`config.mk`:
```
export PLATFORM = sky130hd
export DESIGN_NAME = icache_lookup_stage
export DESIGN_NICKNAME = d
export VERILOG_FILES = /design/src/design/icache_cfg_pkg.sv /design/src/design/icache_lookup_stage.sv
export SDC_FILE = /design/constraint.sdc
export NUM_CORES = 1
export LEC_CHECK = 0
export BUFFER_PORTS_ARGS = -buffer_cell sky130_fd_sc_hd__buf_4
export CAP_MARGIN = 0
export CELL_PAD_IN_SITES_DETAIL_PLACEMENT = 1
export CELL_PAD_IN_SITES_GLOBAL_PLACEMENT = 1
export CORE_AREA = 2 2 63 65
export CTS_CLUSTER_SIZE = 14
export DETAILED_ROUTE_END_ITERATION = 8
export DIE_AREA = 0 0 65 67
export PLACE_DENSITY_LB_ADDON = 0.1
export SYNTH_ARGS = -nofsm -noshare
export SYNTH_HDL_FRONTEND = slang
export SYNTH_SLANG_ARGS = --single-unit
```
`constraint.sdc`:
```
create_clock -name clk -period 1.25 [get_ports clk]
set_clock_uncertainty 0.2 [all_clocks]
set_input_delay 0.0625 -clock clk [delete_from_list [all_inputs] [get_ports clk]]
set_output_delay 0.0625 -clock clk [all_outputs]
set_load 0.02 [all_outputs]
```
`src/design/icache_cfg_pkg.sv`:
```
/*
 * Cache geometry and datapath widths shared by the design.
 * Fetch address and word are fixed at 32 bits and one line is one 128-bit refill beat.
 * Tags are full width. The sets and ways defaults can be overridden at the top level.
 */

package icache_cfg_pkg;

   //////////////////////////////////////////////////////////
   // Datapath types
   //////////////////////////////////////////////////////////

   // Byte address from the fetch port
   typedef logic [31:0]  fetch_addr_t;

   // One instruction word
   typedef logic [31:0]  fetch_data_t;

   // One cache line, same as one refill beat
   typedef logic [127:0] line_t;

   // Word position inside a line
   typedef logic [1:0]   word_sel_t;

   //////////////////////////////////////////////////////////
   // Geometry
   //////////////////////////////////////////////////////////

   // Byte offset bits below the set index (16-byte line)
   localparam int unsigned LINE_OFFSET_BITS = 4;

   // Default associativity
   localparam int unsigned DEFAULT_NB_WAYS  = 2;

   // Default number of sets
   localparam int unsigned DEFAULT_NB_SETS  = 16;

endpackage

```
`src/design/icache_lookup_stage.sv`:
```
/*
 * First pipeline stage. It grants fetches and issues the array read at the grant edge.
 * Under stall it holds its item and grants nothing. Replay rereads the held item's set.
 */

`timescale 1ns/1ps

module icache_lookup_stage
   import icache_cfg_pkg::*;
#(
   parameter int unsigned NB_WAYS = DEFAULT_NB_WAYS,
   parameter int unsigned NB_SETS = DEFAULT_NB_SETS,
   localparam int unsigned IDX_W  = $clog2(NB_SETS)
) (
   input  logic             clk,
   input  logic             rst_n,

   input  logic             fetch_req_i,
   input  fetch_addr_t      fetch_addr_i,
   output logic             fetch_gnt_o,

   // From the resolve stage
   input  logic             stall_i,
   input  logic             replay_i,

   // Array read port
   output logic             rd_en_o,
   output logic [IDX_W-1:0] rd_index_o,

   // Held item towards the resolve stage
   output logic             lookup_valid_o,
   output fetch_addr_t      lookup_addr_o
);

   logic        valid_q;
   fetch_addr_t addr_q;

   // Geometry limits, caught at elaboration
   if (NB_WAYS != 2 && NB_WAYS != 4) begin : g_bad_ways
      $error("icache: NB_WAYS must be 2 or 4");
   end
   if (NB_SETS < 2 || (NB_SETS & (NB_SETS - 1)) != 0) begin : g_bad_sets
      $error("icache: NB_SETS must be a power of two");
   end

   assign fetch_gnt_o = fetch_req_i & ~stall_i;

   // Grant reads the incoming set, replay the held one
   assign rd_en_o    = fetch_gnt_o | replay_i;
   assign rd_index_o = replay_i ? addr_q[LINE_OFFSET_BITS +: IDX_W]
                                : fetch_addr_i[LINE_OFFSET_BITS +: IDX_W];

   // Item slot empties whenever nothing is granted and no stall holds it
   always_ff @(posedge clk or negedge rst_n) begin
      if (!rst_n) begin
         valid_q <= 1'b0;
      end else if (!stall_i) begin
         valid_q <= fetch_gnt_o;
      end
   end

   always_ff @(posedge clk) begin
      if (fetch_gnt_o) begin
         addr_q <= fetch_addr_i;
      end
   end

   assign lookup_valid_o = valid_q;
   assign lookup_addr_o  = addr_q;

endmodule

```
## After elaboration in Yosys (flattened, before gate mapping)

Index checks and enable logic that the tools add are counted.

| word-level totals | value |
|---|---|
| flip-flop bits (word level) | 33 |
| output and inout port bits | 39 |
| logic and storage cells | 6 |

| cells by class | value |
|---|---|
| mux-type cells | 1 |
| bitwise operators | 3 |

Operators with widths:

| kind | number |
|---|---|
| 2-to-1 mux 4 bit | 1 |
| bitwise AND 1 bit | 1 |
| NOT 1 bit | 1 |
| bitwise OR 1 bit | 1 |

## Logic depth before layout (Yosys ltp)

Gate-level depths: netlist of the first run.

| depth | value |
|---|---|
| depth in word-level cells | 3 |
| gate-level depth with buffers | 2 |
| gate-level depth less buffers | 2 |

## Worst setup path before layout of the first run

No wires, ideal clock.

| timing | value |
|---|---|
| path type | input-to-reg |
| start point | in stall_i |
| end point | reg addr_q[0], in the netlist lookup_addr_o[0], enable pin |
| library setup time | 0.392 ns |
| data arrival time | 0.976 ns |
| setup slack | -0.318 ns |
| stages on the path | 2 |
| path buffers | 0 |
| path through | nand2b_1 inv_1 |

| on the way | value |
|---|---|
| longest elaborated chain between the ends | 2 |

RTL lines:

| what | line | RTL |
|---|---|---|
| from (decl) | icache_lookup_stage.sv:23 | `input logic stall_i,` |
| NOT 1 bit | icache_lookup_stage.sv:46 | `assign fetch_gnt_o = fetch_req_i & ~stall_i;` |
| bitwise AND 1 bit | icache_lookup_stage.sv:46 |  |
| named net fetch_gnt_o | icache_lookup_stage.sv:20 | `output logic fetch_gnt_o,` |
| to (signal assigned) | icache_lookup_stage.sv:64 | `addr_q <= fetch_addr_i;` |
| to (decl) | icache_lookup_stage.sv:36 | `fetch_addr_t addr_q;` |

The timed path passes the listed nets, and every way through them passes these cells.
A chain may end at the register's enable or synchronous reset.

## Worst setup path in the final report of the first run

| timing | value |
|---|---|
| start point | reg addr_q[7], in the netlist lookup_addr_o[7] |
| end point | out rd_index_o[3] |

| on the way | value |
|---|---|
| longest elaborated chain between the ends | 1 |

RTL lines:

| what | line | RTL |
|---|---|---|
| 2-to-1 mux 4 bit | icache_lookup_stage.sv:50 | `assign rd_index_o = replay_i ? addr_q[LINE_OFFSET_BITS +: IDX_W]` |
| to (decl) | icache_lookup_stage.sv:28 | `output logic [IDX_W-1:0] rd_index_o,` |

No other way between the ends.

==> summary.txt, run 1 <==
OUTCOME
-------------------------------------------------------------------------------------
Run status                                                               finished with violations
Violated checks                                                          hold timing, setup timing

RUN
-------------------------------------------------------------------------------------
Max-cap violations                                                                  0

PLACE
-------------------------------------------------------------------------------------
Final weighted congestion in routability-driven placement                      0.6297
Port Buffers                                                                       75
Final HPWL from detailed placement                                            1884 µm
Post-Place Cell Area                                                     0.001729 mm²

ROUTING
-------------------------------------------------------------------------------------
Final wirelength                                                              2992 µm
DR iter-0 viols                                                                     4
Number of DRC violations after detailed routing                                     0
Detailed-router iteration count before antenna repair                               2
Number of vias per cell                                                         4.052
Average detailed-routed wire length per instance                             14.25 µm
Remaining number of nets flagged by the antenna check after routing                 0
Vias after detailed routing                                                       851

TIMING
-------------------------------------------------------------------------------------
Relative slew margins                                                          93.14%
Final TNS setup                                                            -0.3901 ns
Least setup slack across all paths after layout                           -0.09953 ns
Final period demand of the worst path                                        1.350 ns
Number of pins exceeding their max-slew limit in the final report                   0
Max frequency                                                              0.7410 GHz
Final-layout worst hold slack                                              -0.1920 ns
Setup repair after global routing missed its margin                               yes
Final count of hold timing violations                                               1
Slew at the pin with the worst max-slew slack                               0.1028 ns
Final setup fails                                                                   4
Part of the cycle the worst path needs                                         108.0%

DIE
-------------------------------------------------------------------------------------
Area enclosed by the die boundary                                        0.004355 mm²
Core area                                                                0.003606 mm²
Width of the chip                                                               65 µm
Chip height                                                                     67 µm
Starting Density                                                               29.25%
Boundary Pins                                                                      76
Number of standard-cell rows in the floorplan                                      22

GLOBAL ROUTE
-------------------------------------------------------------------------------------
Number of global-route vias before repair                                         914
Wire length of the first global-routing pass                                  4498 µm
Antenna violations before repair                                                    0
GRT Overall Usage                                                              14.65%
Gr ovfl total                                                                       0
Pin count of the biggest net entering global routing                               18

CRITICAL PATH
-------------------------------------------------------------------------------------
Crit path buf inv count                                                             1
Crit Path Max Fanout                                                                2
Cell type group with the largest total delay on the critical path          flip-flops
Critical Path Source Type                                                    register
Endpoint type of the worst setup path                                      output pin
Largest stage delay, worst path                                               0.40 ns
Reg2Reg Setup Slack                                                           0.42 ns
Cell-by-cell listing of the critical path                                mux2_4 -> buf_6
Worst endpoint data arrival time                                              1.09 ns
Data required time at the worst endpoint                                      0.99 ns
Slowest CP cell                                                          sky130_fd_sc_hd__edfxtp_1
Crit Path Category                                                         reg -> out

PWR
-------------------------------------------------------------------------------------
LEAKAGE                                                                     0.9391 nW
Peak ir drop on the vdd network                                             0.7030 mV
Power density over the cells                                              1161 mW/mm²
Total power                                                                  2.552 mW

LOGIC SYNTHESIS
-------------------------------------------------------------------------------------
Top cell type's share of synthesized area                                      91.10%
Cell Area, Synth                                                         0.001055 mm²
Most area-consuming cells after synthesis                                sky130_fd_sc_hd__edfxtp_1 91%, sky130_fd_sc_hd__mux2_2 4.3%, sky130_fd_sc_hd__dfrtp_1 2.4%, sky130_fd_sc_hd__nand2b_1 1.2%, sky130_fd_sc_hd__nand2_1 0.71%
Yosys warning count                                                                 0
Biggest area consumer among synthesized cells                            sky130_fd_sc_hd__edfxtp_1
Register bit count reported by yosys                                               33
Post-Synthesis Net Count                                                           79
Average footprint of a synthesized cell                                     25.11 µm²
Fraction of the yosys area taken by sequential cells                           93.48%
Number of different library cells in the post-synthesis netlist                     6
Instance count of the mapped netlist                                               42

FINISH
-------------------------------------------------------------------------------------
Area grow syn2layout                                                           108.4%
# fillers                                                                         357
Finished layout cell area                                                0.002198 mm²
Layout Nets                                                                       199
Multi-input gate area in the final layout                                   87.58 µm²
ANT cells                                                                           0
Area taken by flip-flops and latches                                        985.9 µm²
Share of layout cells above drive strength 1                                   55.56%

CLOCK TREE
-------------------------------------------------------------------------------------
Number of clock buffers inserted by TritonCTS                                       5
Worst-case clock buffer depth                                                       2
Number of buffers inserted by hold repair at cts                                   34
Clock H-tree levels                                                                 2
Clock insertion delay at the later pin of the skew report                     0.28 ns
Clock-pin slew of the registers on the worst-case setup and hold paths        0.06 ns
Number of clock sinks                                                              33
Clock root cell                                                          sky130_fd_sc_hd__clkbuf_8
Clock tree from TritonCTS                                                         yes

WORST HOLD PATH
-------------------------------------------------------------------------------------
Worst min-delay path class                                                  in -> reg

==> cell usage after synthesis (all sizes together) <==
| library cell | instances |
|---|---|
| edfxtp | 32 |
| mux2 | 4 |
| nand2 | 2 |
| nand2b | 2 |
| dfrtp | 1 |
| inv | 1 |
==> worst reg2reg max path, cell delays in order (launching register included) <==
cell                      delay, ns
sky130_fd_sc_hd__dfrtp_1       0.39
sky130_fd_sc_hd__nand2_1       0.08
sky130_fd_sc_hd__nand2_1       0.05
==> timing repair <==
item / 4_1_cts / 5_1_grt
resized for setup: 6 / 4
hold endpoints to repair: 34 / 1
buffers inserted: 2 / 0
endpoints found under the setup margin: 4 / 6
cloned: 0 / 0
==> state kept, by name (all words and copies together), names as in the netlist <==
signal          count
lookup_addr_o      32
lookup_valid_o      1
==> path summary, 6_finish.rpt <==
kind / from / to / cells after the start
max in group asynchronous: rst_n / lookup_valid_o$_DFFE_PN0N_ / 3
min in group asynchronous: rst_n / lookup_valid_o$_DFFE_PN0N_ / 3
hold reg to reg: lookup_valid_o$_DFFE_PN0N_ / lookup_valid_o$_DFFE_PN0N_ / 2
setup reg to reg: lookup_valid_o$_DFFE_PN0N_ / lookup_valid_o$_DFFE_PN0N_ / 2
setup / recovery: lookup_addr_o[7]$_DFFE_PP_ / rd_index_o[3] / 2
hold / removal: stall_i / lookup_valid_o$_DFFE_PN0N_ / 3
==> metrics by stage <==
stage	setup WS, ns	instances	utilization [%]
floorplan	-0.04504	42	-
global placement	0.1658	167	47.95
detailed placement	0.1463	167	47.95
CTS	-0.1069	210	60.55
global route	-0.1424	210	60.96
finish	-0.09953	210	60.96
==> layer usage <==
metal / GRT usage [%] / wire length, µm / vias up
met5: 0 / 0 / -
met4: 3.989 / 16 / 0
met3: 6.250 / 260 / 3
met2: 26.80 / 1621 / 48
met1: 15.31 / 1094 / 399
li1: - / - / 401
==> cell usage in the layout (no fill, tap or decap), drive strengths merged <==
cell type / instances
mux2: 4
clkinvlp: 1
nand2: 2
buf: 79
edfxtp: 32
clkbuf: 6
dlygate4sd3: 34
nand2b: 2
dfrtp: 1
clkinv: 1
==> power breakdown <==
| part | total (mW) | switching [mW] | internal (mW) |
|---|---|---|---|
| Combinational | 0.507 | 0.217 | 0.290 |
| Clock | 0.722 | 0.347 | 0.375 |
| Sequential | 1.32 | 0.0254 | 1.30 |
| Total | 2.55 | 0.590 | 1.96 |
==> cell families (layout without fill, tap and decap cells) <==
kind of cell / count (synthesis) / in the layout / share of synthesized area, %
muxes: 4 / 4 / 4.270
buffers and inverters: 1 / 121 / 0.3555
and+or+nand+nor: 4 / 4 / 1.898
DFF: 33 / 33 / 93.48
==> final cells by class <==
type | instances | share of cell area, %
flip-flops and latches | 33 | 44.85
well taps | 48 | 2.732
repair buffers | 113 | 44.62
clock buffers | 6 | 3.301
inverters | 1 | 0.3415
multi-input cells | 8 | 3.984
clock inverters | 1 | 0.1707
Power figures use the tool's default switching activity.
==> inputs of run 2 (changes only) <==
--- a/config.mk
+++ b/config.mk
@@ -13,6 +13,7 @@
 export CTS_CLUSTER_SIZE = 14
 export DETAILED_ROUTE_END_ITERATION = 8
 export DIE_AREA = 0 0 65 67
+export GPL_TIMING_DRIVEN = 0
 export PLACE_DENSITY_LB_ADDON = 0.1
 export SYNTH_ARGS = -nofsm -noshare
 export SYNTH_HDL_FRONTEND = slang
==> constraint.sdc (replaced) <==
create_clock -name clk -period 1.45 [get_ports clk]
set_clock_uncertainty 0.2 [all_clocks]
set_input_delay 0.0725 -clock clk [delete_from_list [all_inputs] [get_ports clk]]
set_output_delay 0.0725 -clock clk [all_outputs]
set_load 0.02 [all_outputs]
==> summary.txt, run 2 (synthesis gave the netlist of run 1 again) <==
OUTCOME
-------------------------------------------------------------------------------------
Run status                                                               finished with violations
Violated checks                                                           hold timing

CLOCK TREE
-------------------------------------------------------------------------------------
Clock tree from TritonCTS                                                         yes
Clock-pin slew of the registers on the worst-case setup and hold paths        0.07 ns
Clock insertion delay at the later pin of the skew report                     0.28 ns
Clock root cell                                                          sky130_fd_sc_hd__clkbuf_8
Clock H-tree levels                                                                 2
Number of clock buffers inserted by TritonCTS                                       5
Number of clock sinks                                                              33
Worst-case clock buffer depth                                                       2

TIMING
-------------------------------------------------------------------------------------
Slew at the pin with the worst max-slew slack                               0.3680 ns
Relative slew margins                                                          75.41%
Final-layout worst hold slack                                            -0.002129 ns
Final TNS setup                                                                  0 ns
Part of the cycle the worst path needs                                         98.56%
Number of pins exceeding their max-slew limit in the final report                   0
Max frequency                                                              0.6997 GHz
Final setup fails                                                                   0
Least setup slack across all paths after layout                            0.02083 ns
Final count of hold timing violations                                               1
Final period demand of the worst path                                        1.429 ns

CRITICAL PATH
-------------------------------------------------------------------------------------
Startpoint of the most critical register-to-register path                lookup_valid_o$_DFFE_PN0N_
Data required time at the worst endpoint                                      1.18 ns
Crit Path Max Fanout                                                                2
Worst endpoint data arrival time                                              1.16 ns
End of the worst register-to-register path                               lookup_valid_o$_DFFE_PN0N_
Critical Path Source Type                                                  input port
Reg2Reg Setup Slack                                                           0.59 ns
Length in cells of the worst reg-to-reg path                                        2
Endpoint type of the worst setup path                                      output pin
Crit Path Category                                                          in -> out

FINISH
-------------------------------------------------------------------------------------
Layout Utilization                                                             60.06%
Final std cells w/o fill                                                          214
Multi-input gate area in the final layout                                   65.06 µm²
Most common library cell in the layout ignoring fill and taps            sky130_fd_sc_hd__buf_4
Layout Nets                                                                       202
Max FFs per register                                                               32
Share of layout cells above drive strength 1                                   55.42%
Most frequent cells in the layout                                        78 x sky130_fd_sc_hd__buf_4, 35 x sky130_fd_sc_hd__dlygate4sd3_1, 32 x sky130_fd_sc_hd__edfxtp_1
# fillers                                                                         352
ANT cells                                                                           0
Area taken by flip-flops and latches                                        985.9 µm²
Area grow syn2layout                                                           105.3%

WORST HOLD PATH
-------------------------------------------------------------------------------------
Worst min-delay path class                                                  in -> reg
WHS Path Cells                                                                      3
Hold EP                                                                  lookup_valid_o$_DFFE_PN0N_
Hold wc startpoint                                                        fetch_req_i

GLOBAL ROUTE
-------------------------------------------------------------------------------------
Number of global-route vias before repair                                         912
Antenna violations before repair                                                    0
Wire length of the first global-routing pass                                  4547 µm
Pin count of the biggest net entering global routing                               18
GRT Overall Usage                                                              14.64%
Gr ovfl total                                                                       0

PLACE
-------------------------------------------------------------------------------------
Final HPWL from detailed placement                                            1929 µm
Post-placement worst setup slack                                           -0.1886 ns
Port Buffers                                                                       75
Final weighted congestion in routability-driven placement                      0.6355
Number of cells after detailed placement                                          165

ROUTING
-------------------------------------------------------------------------------------
Vias after detailed routing                                                       854
DR iter-0 viols                                                                    20
Number of DRC violations after detailed routing                                     0
Final wirelength                                                              3061 µm
Average detailed-routed wire length per instance                             14.30 µm
Detailed-router iteration count before antenna repair                               4
Remaining number of nets flagged by the antenna check after routing                 0
Number of vias per cell                                                         3.991

DIE
-------------------------------------------------------------------------------------
Boundary Pins                                                                      76
Area enclosed by the die boundary                                        0.004355 mm²
Number of standard-cell rows in the floorplan                                      22
Starting Density                                                               29.25%
Core area                                                                0.003606 mm²
Chip height                                                                     67 µm
Width of the chip                                                               65 µm

RUN
-------------------------------------------------------------------------------------
Max-cap violations                                                                  0

PWR
-------------------------------------------------------------------------------------
Total power                                                                  2.190 mW
Power density over the cells                                              1011 mW/mm²
LEAKAGE                                                                     0.9183 nW
Peak ir drop on the vdd network                                             0.5637 mV

## run 2: changes by cell type in the layout (fill, tap and decap cells not counted), sizes merged
cell	change
clkinv	+2
clkbuf	-1
clkinvlp	+1
dlygate4sd3	+1
buf	+1
## run 2: power breakdown
group	leakage, nW	switching, mW	internal, mW
logic	0.563	0.187	0.233
clock network	0.0430	0.308	0.322
registers	0.313	0.0213	1.12
total	0.918	0.516	1.67
## run 2: cell type report
cell class	count	share of cell area, %
Sequential cell	33	45.52
Timing Repair Buffer	115	44.25
Clock buffer	5	3.177
Multi-Input combinational cell	8	3.004
Tap cell	48	2.773
Clock inverter	3	0.5777
Inverter	1	0.3466
Timing Repair inverter	1	0.3466
## run 2: how the worst max path moves through the flow
| stage | start | to | slack, ns | depth (start not counted) |
|---|---|---|---|---|
| floorplan | stall_i | lookup_addr_o[0]$_DFFE_PP_ | 0.07 | 2 |
| global placement | stall_i | lookup_addr_o[0]$_DFFE_PP_ | -0.15 | 3 |
| detailed placement | stall_i | lookup_addr_o[18]$_DFFE_PP_ | -0.19 | 3 |
| CTS | stall_i | fetch_gnt_o | 0.001 | 4 |
| global route | fetch_addr_i[7] | rd_index_o[3] | -0.00007 | 4 |
| finish | fetch_addr_i[4] | rd_index_o[0] | 0.02 | 4 |
## run 2: what timing repair did
item / 4_1_cts / 5_1_grt
pin swaps: 0 / 0
hold endpoints to repair: 34 / 0
setup buffers: 0 / 5
gates resized for setup: 1 / 2
hold buffers: 36 / 0
endpoints found under the setup margin: 1 / 4
gates cloned: 1 / 0
## run 2: per-stage QoR
step	cell area, µm²	hold slack [ns]
final	2166	-0.002129
after global routing	2166	0.05898
after CTS	2131	0.2966
after detailed placement	1682	-0.3514
after global placement	1682	-0.3507
after floorplan	1059	-0.4231
## run 2: layer usage
metal	vias to the layer above	share of wire [%]	global-route usage (%)
met4	0	0	3.989
met2	50	50	24.74
met5	-	0	0
met3	0	10	6.757
met1	395	39	16.70
li1	409	-	-
## run 2: critical path, stage by stage
cell and delay [ns]:
sky130_fd_sc_hd__dlygate4sd3_1 0.54, sky130_fd_sc_hd__buf_4 0.14, sky130_fd_sc_hd__mux2_2 0.25, sky130_fd_sc_hd__buf_4 0.16
==> inputs of run 3 (changes only) <==
--- a/config.mk
+++ b/config.mk
@@ -9,12 +9,13 @@
 export CAP_MARGIN = 0
 export CELL_PAD_IN_SITES_DETAIL_PLACEMENT = 1
 export CELL_PAD_IN_SITES_GLOBAL_PLACEMENT = 1
-export CORE_AREA = 2 2 63 65
+export CORE_AREA = 2 2 60 68
 export CTS_CLUSTER_SIZE = 14
 export DETAILED_ROUTE_END_ITERATION = 8
-export DIE_AREA = 0 0 65 67
+export DIE_AREA = 0 0 62 70
 export GPL_TIMING_DRIVEN = 0
 export PLACE_DENSITY_LB_ADDON = 0.1
+export SETUP_SLACK_MARGIN = 0.02
 export SYNTH_ARGS = -nofsm -noshare
 export SYNTH_HDL_FRONTEND = slang
 export SYNTH_SLANG_ARGS = --single-unit
==> summary.txt, run 3 (synthesis gave the netlist of run 1 again) <==
OUTCOME
-------------------------------------------------------------------------------------
Violated checks                                                           hold timing
Run status                                                               finished with violations

GLOBAL ROUTE
-------------------------------------------------------------------------------------
Number of global-route vias before repair                                         941
Gr ovfl total                                                                       0
GRT Overall Usage                                                              14.95%
Pin count of the biggest net entering global routing                               18
Wire length of the first global-routing pass                                  4526 µm
Antenna violations before repair                                                    0

PLACE
-------------------------------------------------------------------------------------
Final weighted congestion in routability-driven placement                      0.6212
Port Buffers                                                                       75
Post-Place Cell Area                                                     0.001687 mm²
Number of cells after detailed placement                                          169

ROUTING
-------------------------------------------------------------------------------------
Number of DRC violations after detailed routing                                     0
DR iter-0 viols                                                                    19
Remaining number of nets flagged by the antenna check after routing                 0
Detailed-router iteration count before antenna repair                               3
Final wirelength                                                              3102 µm
Vias after detailed routing                                                       868
Average detailed-routed wire length per instance                             14.23 µm
Number of vias per cell                                                         3.982

FINISH
-------------------------------------------------------------------------------------
Max FFs per register                                                               32
Area grow syn2layout                                                           109.4%
Most frequent cells in the layout                                        77 x sky130_fd_sc_hd__buf_4, 35 x sky130_fd_sc_hd__dlygate4sd3_1, 32 x sky130_fd_sc_hd__edfxtp_1
Finished layout cell area                                                0.002208 mm²
ANT cells                                                                           0
Share of layout cells above drive strength 1                                   54.82%
Most common library cell in the layout ignoring fill and taps            sky130_fd_sc_hd__buf_4
Final std cells w/o fill                                                          218
Layout Nets                                                                       202

WORST HOLD PATH
-------------------------------------------------------------------------------------
Worst min-delay path class                                                  in -> reg
Hold wc startpoint                                                        fetch_req_i

PWR
-------------------------------------------------------------------------------------
Total power                                                                  2.380 mW
LEAKAGE                                                                     0.9450 nW
Power density over the cells                                              1078 mW/mm²
Peak ir drop on the vdd network                                             0.6692 mV

CLOCK TREE
-------------------------------------------------------------------------------------
Clock H-tree levels                                                                 2
Worst-case clock buffer depth                                                       2
Clock insertion delay at the later pin of the skew report                     0.28 ns
Number of clock sinks                                                              33
Clock tree from TritonCTS                                                         yes
Clock-pin slew of the registers on the worst-case setup and hold paths        0.06 ns
Number of clock buffers inserted by TritonCTS                                       5
Clock root cell                                                          sky130_fd_sc_hd__clkbuf_8

CRITICAL PATH
-------------------------------------------------------------------------------------
Startpoint of the most critical register-to-register path                lookup_valid_o$_DFFE_PN0N_
Endpoint type of the worst setup path                                      output pin
Worst endpoint data arrival time                                              1.09 ns
Largest stage delay, worst path                                               0.38 ns
Data required time at the worst endpoint                                      1.18 ns
Cell-by-cell listing of the critical path                                mux2_2 -> buf_4
Cell type group with the largest total delay on the critical path          flip-flops
Critical Path Source Type                                                    register
Crit Path Max Fanout                                                                2
Crit Path Category                                                         reg -> out
Slowest CP cell                                                          sky130_fd_sc_hd__edfxtp_1
Crit path buf inv count                                                             1
Origin of the worst setup path                                           lookup_addr_o[6]$_DFFE_PP_

TIMING
-------------------------------------------------------------------------------------
Part of the cycle the worst path needs                                         94.16%
Final TNS setup                                                                  0 ns
Final count of hold timing violations                                               1
Max frequency                                                              0.7325 GHz
Number of pins exceeding their max-slew limit in the final report                   0
Slew at the pin with the worst max-slew slack                               0.3622 ns
Relative slew margins                                                          75.80%
Final period demand of the worst path                                        1.365 ns
Final-layout worst hold slack                                             -0.03065 ns
Setup repair after global routing missed its margin                                no
Final setup fails                                                                   0

DIE
-------------------------------------------------------------------------------------
Starting Density                                                               28.10%
Boundary Pins                                                                      76
Chip height                                                                     70 µm
Core area                                                                0.003754 mm²
Area enclosed by the die boundary                                        0.004340 mm²
Number of standard-cell rows in the floorplan                                      24
Width of the chip                                                               62 µm

RUN
-------------------------------------------------------------------------------------
Max-cap violations                                                                  0

==> run 3: per-stage QoR <==
step | setup slack, ns | hold slack, ns | util [%]
global placement | -0.1335 | -0.3512 | 44.93
CTS | -0.002579 | 0.2914 | 57.57
finish | 0.08474 | -0.03065 | 58.83
floorplan | 0.06816 | -0.4231 | -
global route | 0.03082 | 0.02148 | 58.83
detailed placement | -0.1803 | -0.3488 | 44.93
==> run 3: timing repair <==
action	4_1_cts	5_1_grt
hold buffers	36	1
gates cloned	1	0
setup endpoints to repair	1	4
gates resized for setup	1	5
endpoints found under the hold margin	34	1
setup buffers	0	5
==> run 3: tightest hold or removal path: stages <==
cell                       delay, ns
sky130_fd_sc_hd__buf_4          0.08
sky130_fd_sc_hd__nand2b_1       0.17
sky130_fd_sc_hd__nand2_1        0.10
==> run 3: path summary, 6_finish.rpt <==
kind                                               to  slack [ns]  cells past startpoint
min in group asynchronous  lookup_valid_o$_DFFE_PN0N_        0.45                      3
max                                     rd_index_o[2]        0.08                      2
max in group asynchronous  lookup_valid_o$_DFFE_PN0N_        0.50                      3
max reg2reg                lookup_valid_o$_DFFE_PN0N_        0.62                      2
min                        lookup_valid_o$_DFFE_PN0N_       -0.03                      3
min reg2reg                lookup_valid_o$_DFFE_PN0N_        0.30                      2
==> run 3: per-layer routing <==
| metal | wire, µm | part of all wire, % | global-route usage (%) | vias up |
|---|---|---|---|---|
| li1 | - | - | - | 407 |
| met3 | 277 | 8.9 | 5.556 | 2 |
| met1 | 1005 | 32 | 15.26 | 412 |
| met5 | 0 | 0 | 0 | - |
| met4 | 12 | 0.39 | 4.255 | 0 |
| met2 | 1805 | 58 | 26.97 | 47 |
==> run 3: power breakdown <==
| part | total (mW) | switching [mW] | leakage, nW | internal (mW) |
|---|---|---|---|---|
| clock network | 0.818 | 0.311 | 0.0528 | 0.507 |
| registers | 1.14 | 0.0202 | 0.313 | 1.12 |
| logic | 0.423 | 0.187 | 0.580 | 0.236 |
==> run 3: final cells by class <==
type	count	area, µm²
Clock buffer	6	72.57
Sequential cell	33	985.9
Timing Repair Buffer	115	963.4
Clock inverter	2	33.78
Multi-Input combinational cell	8	72.57
Tap cell	52	65.06
Fill cell	353	1545
Timing Repair inverter	1	7.507
Inverter	1	7.507
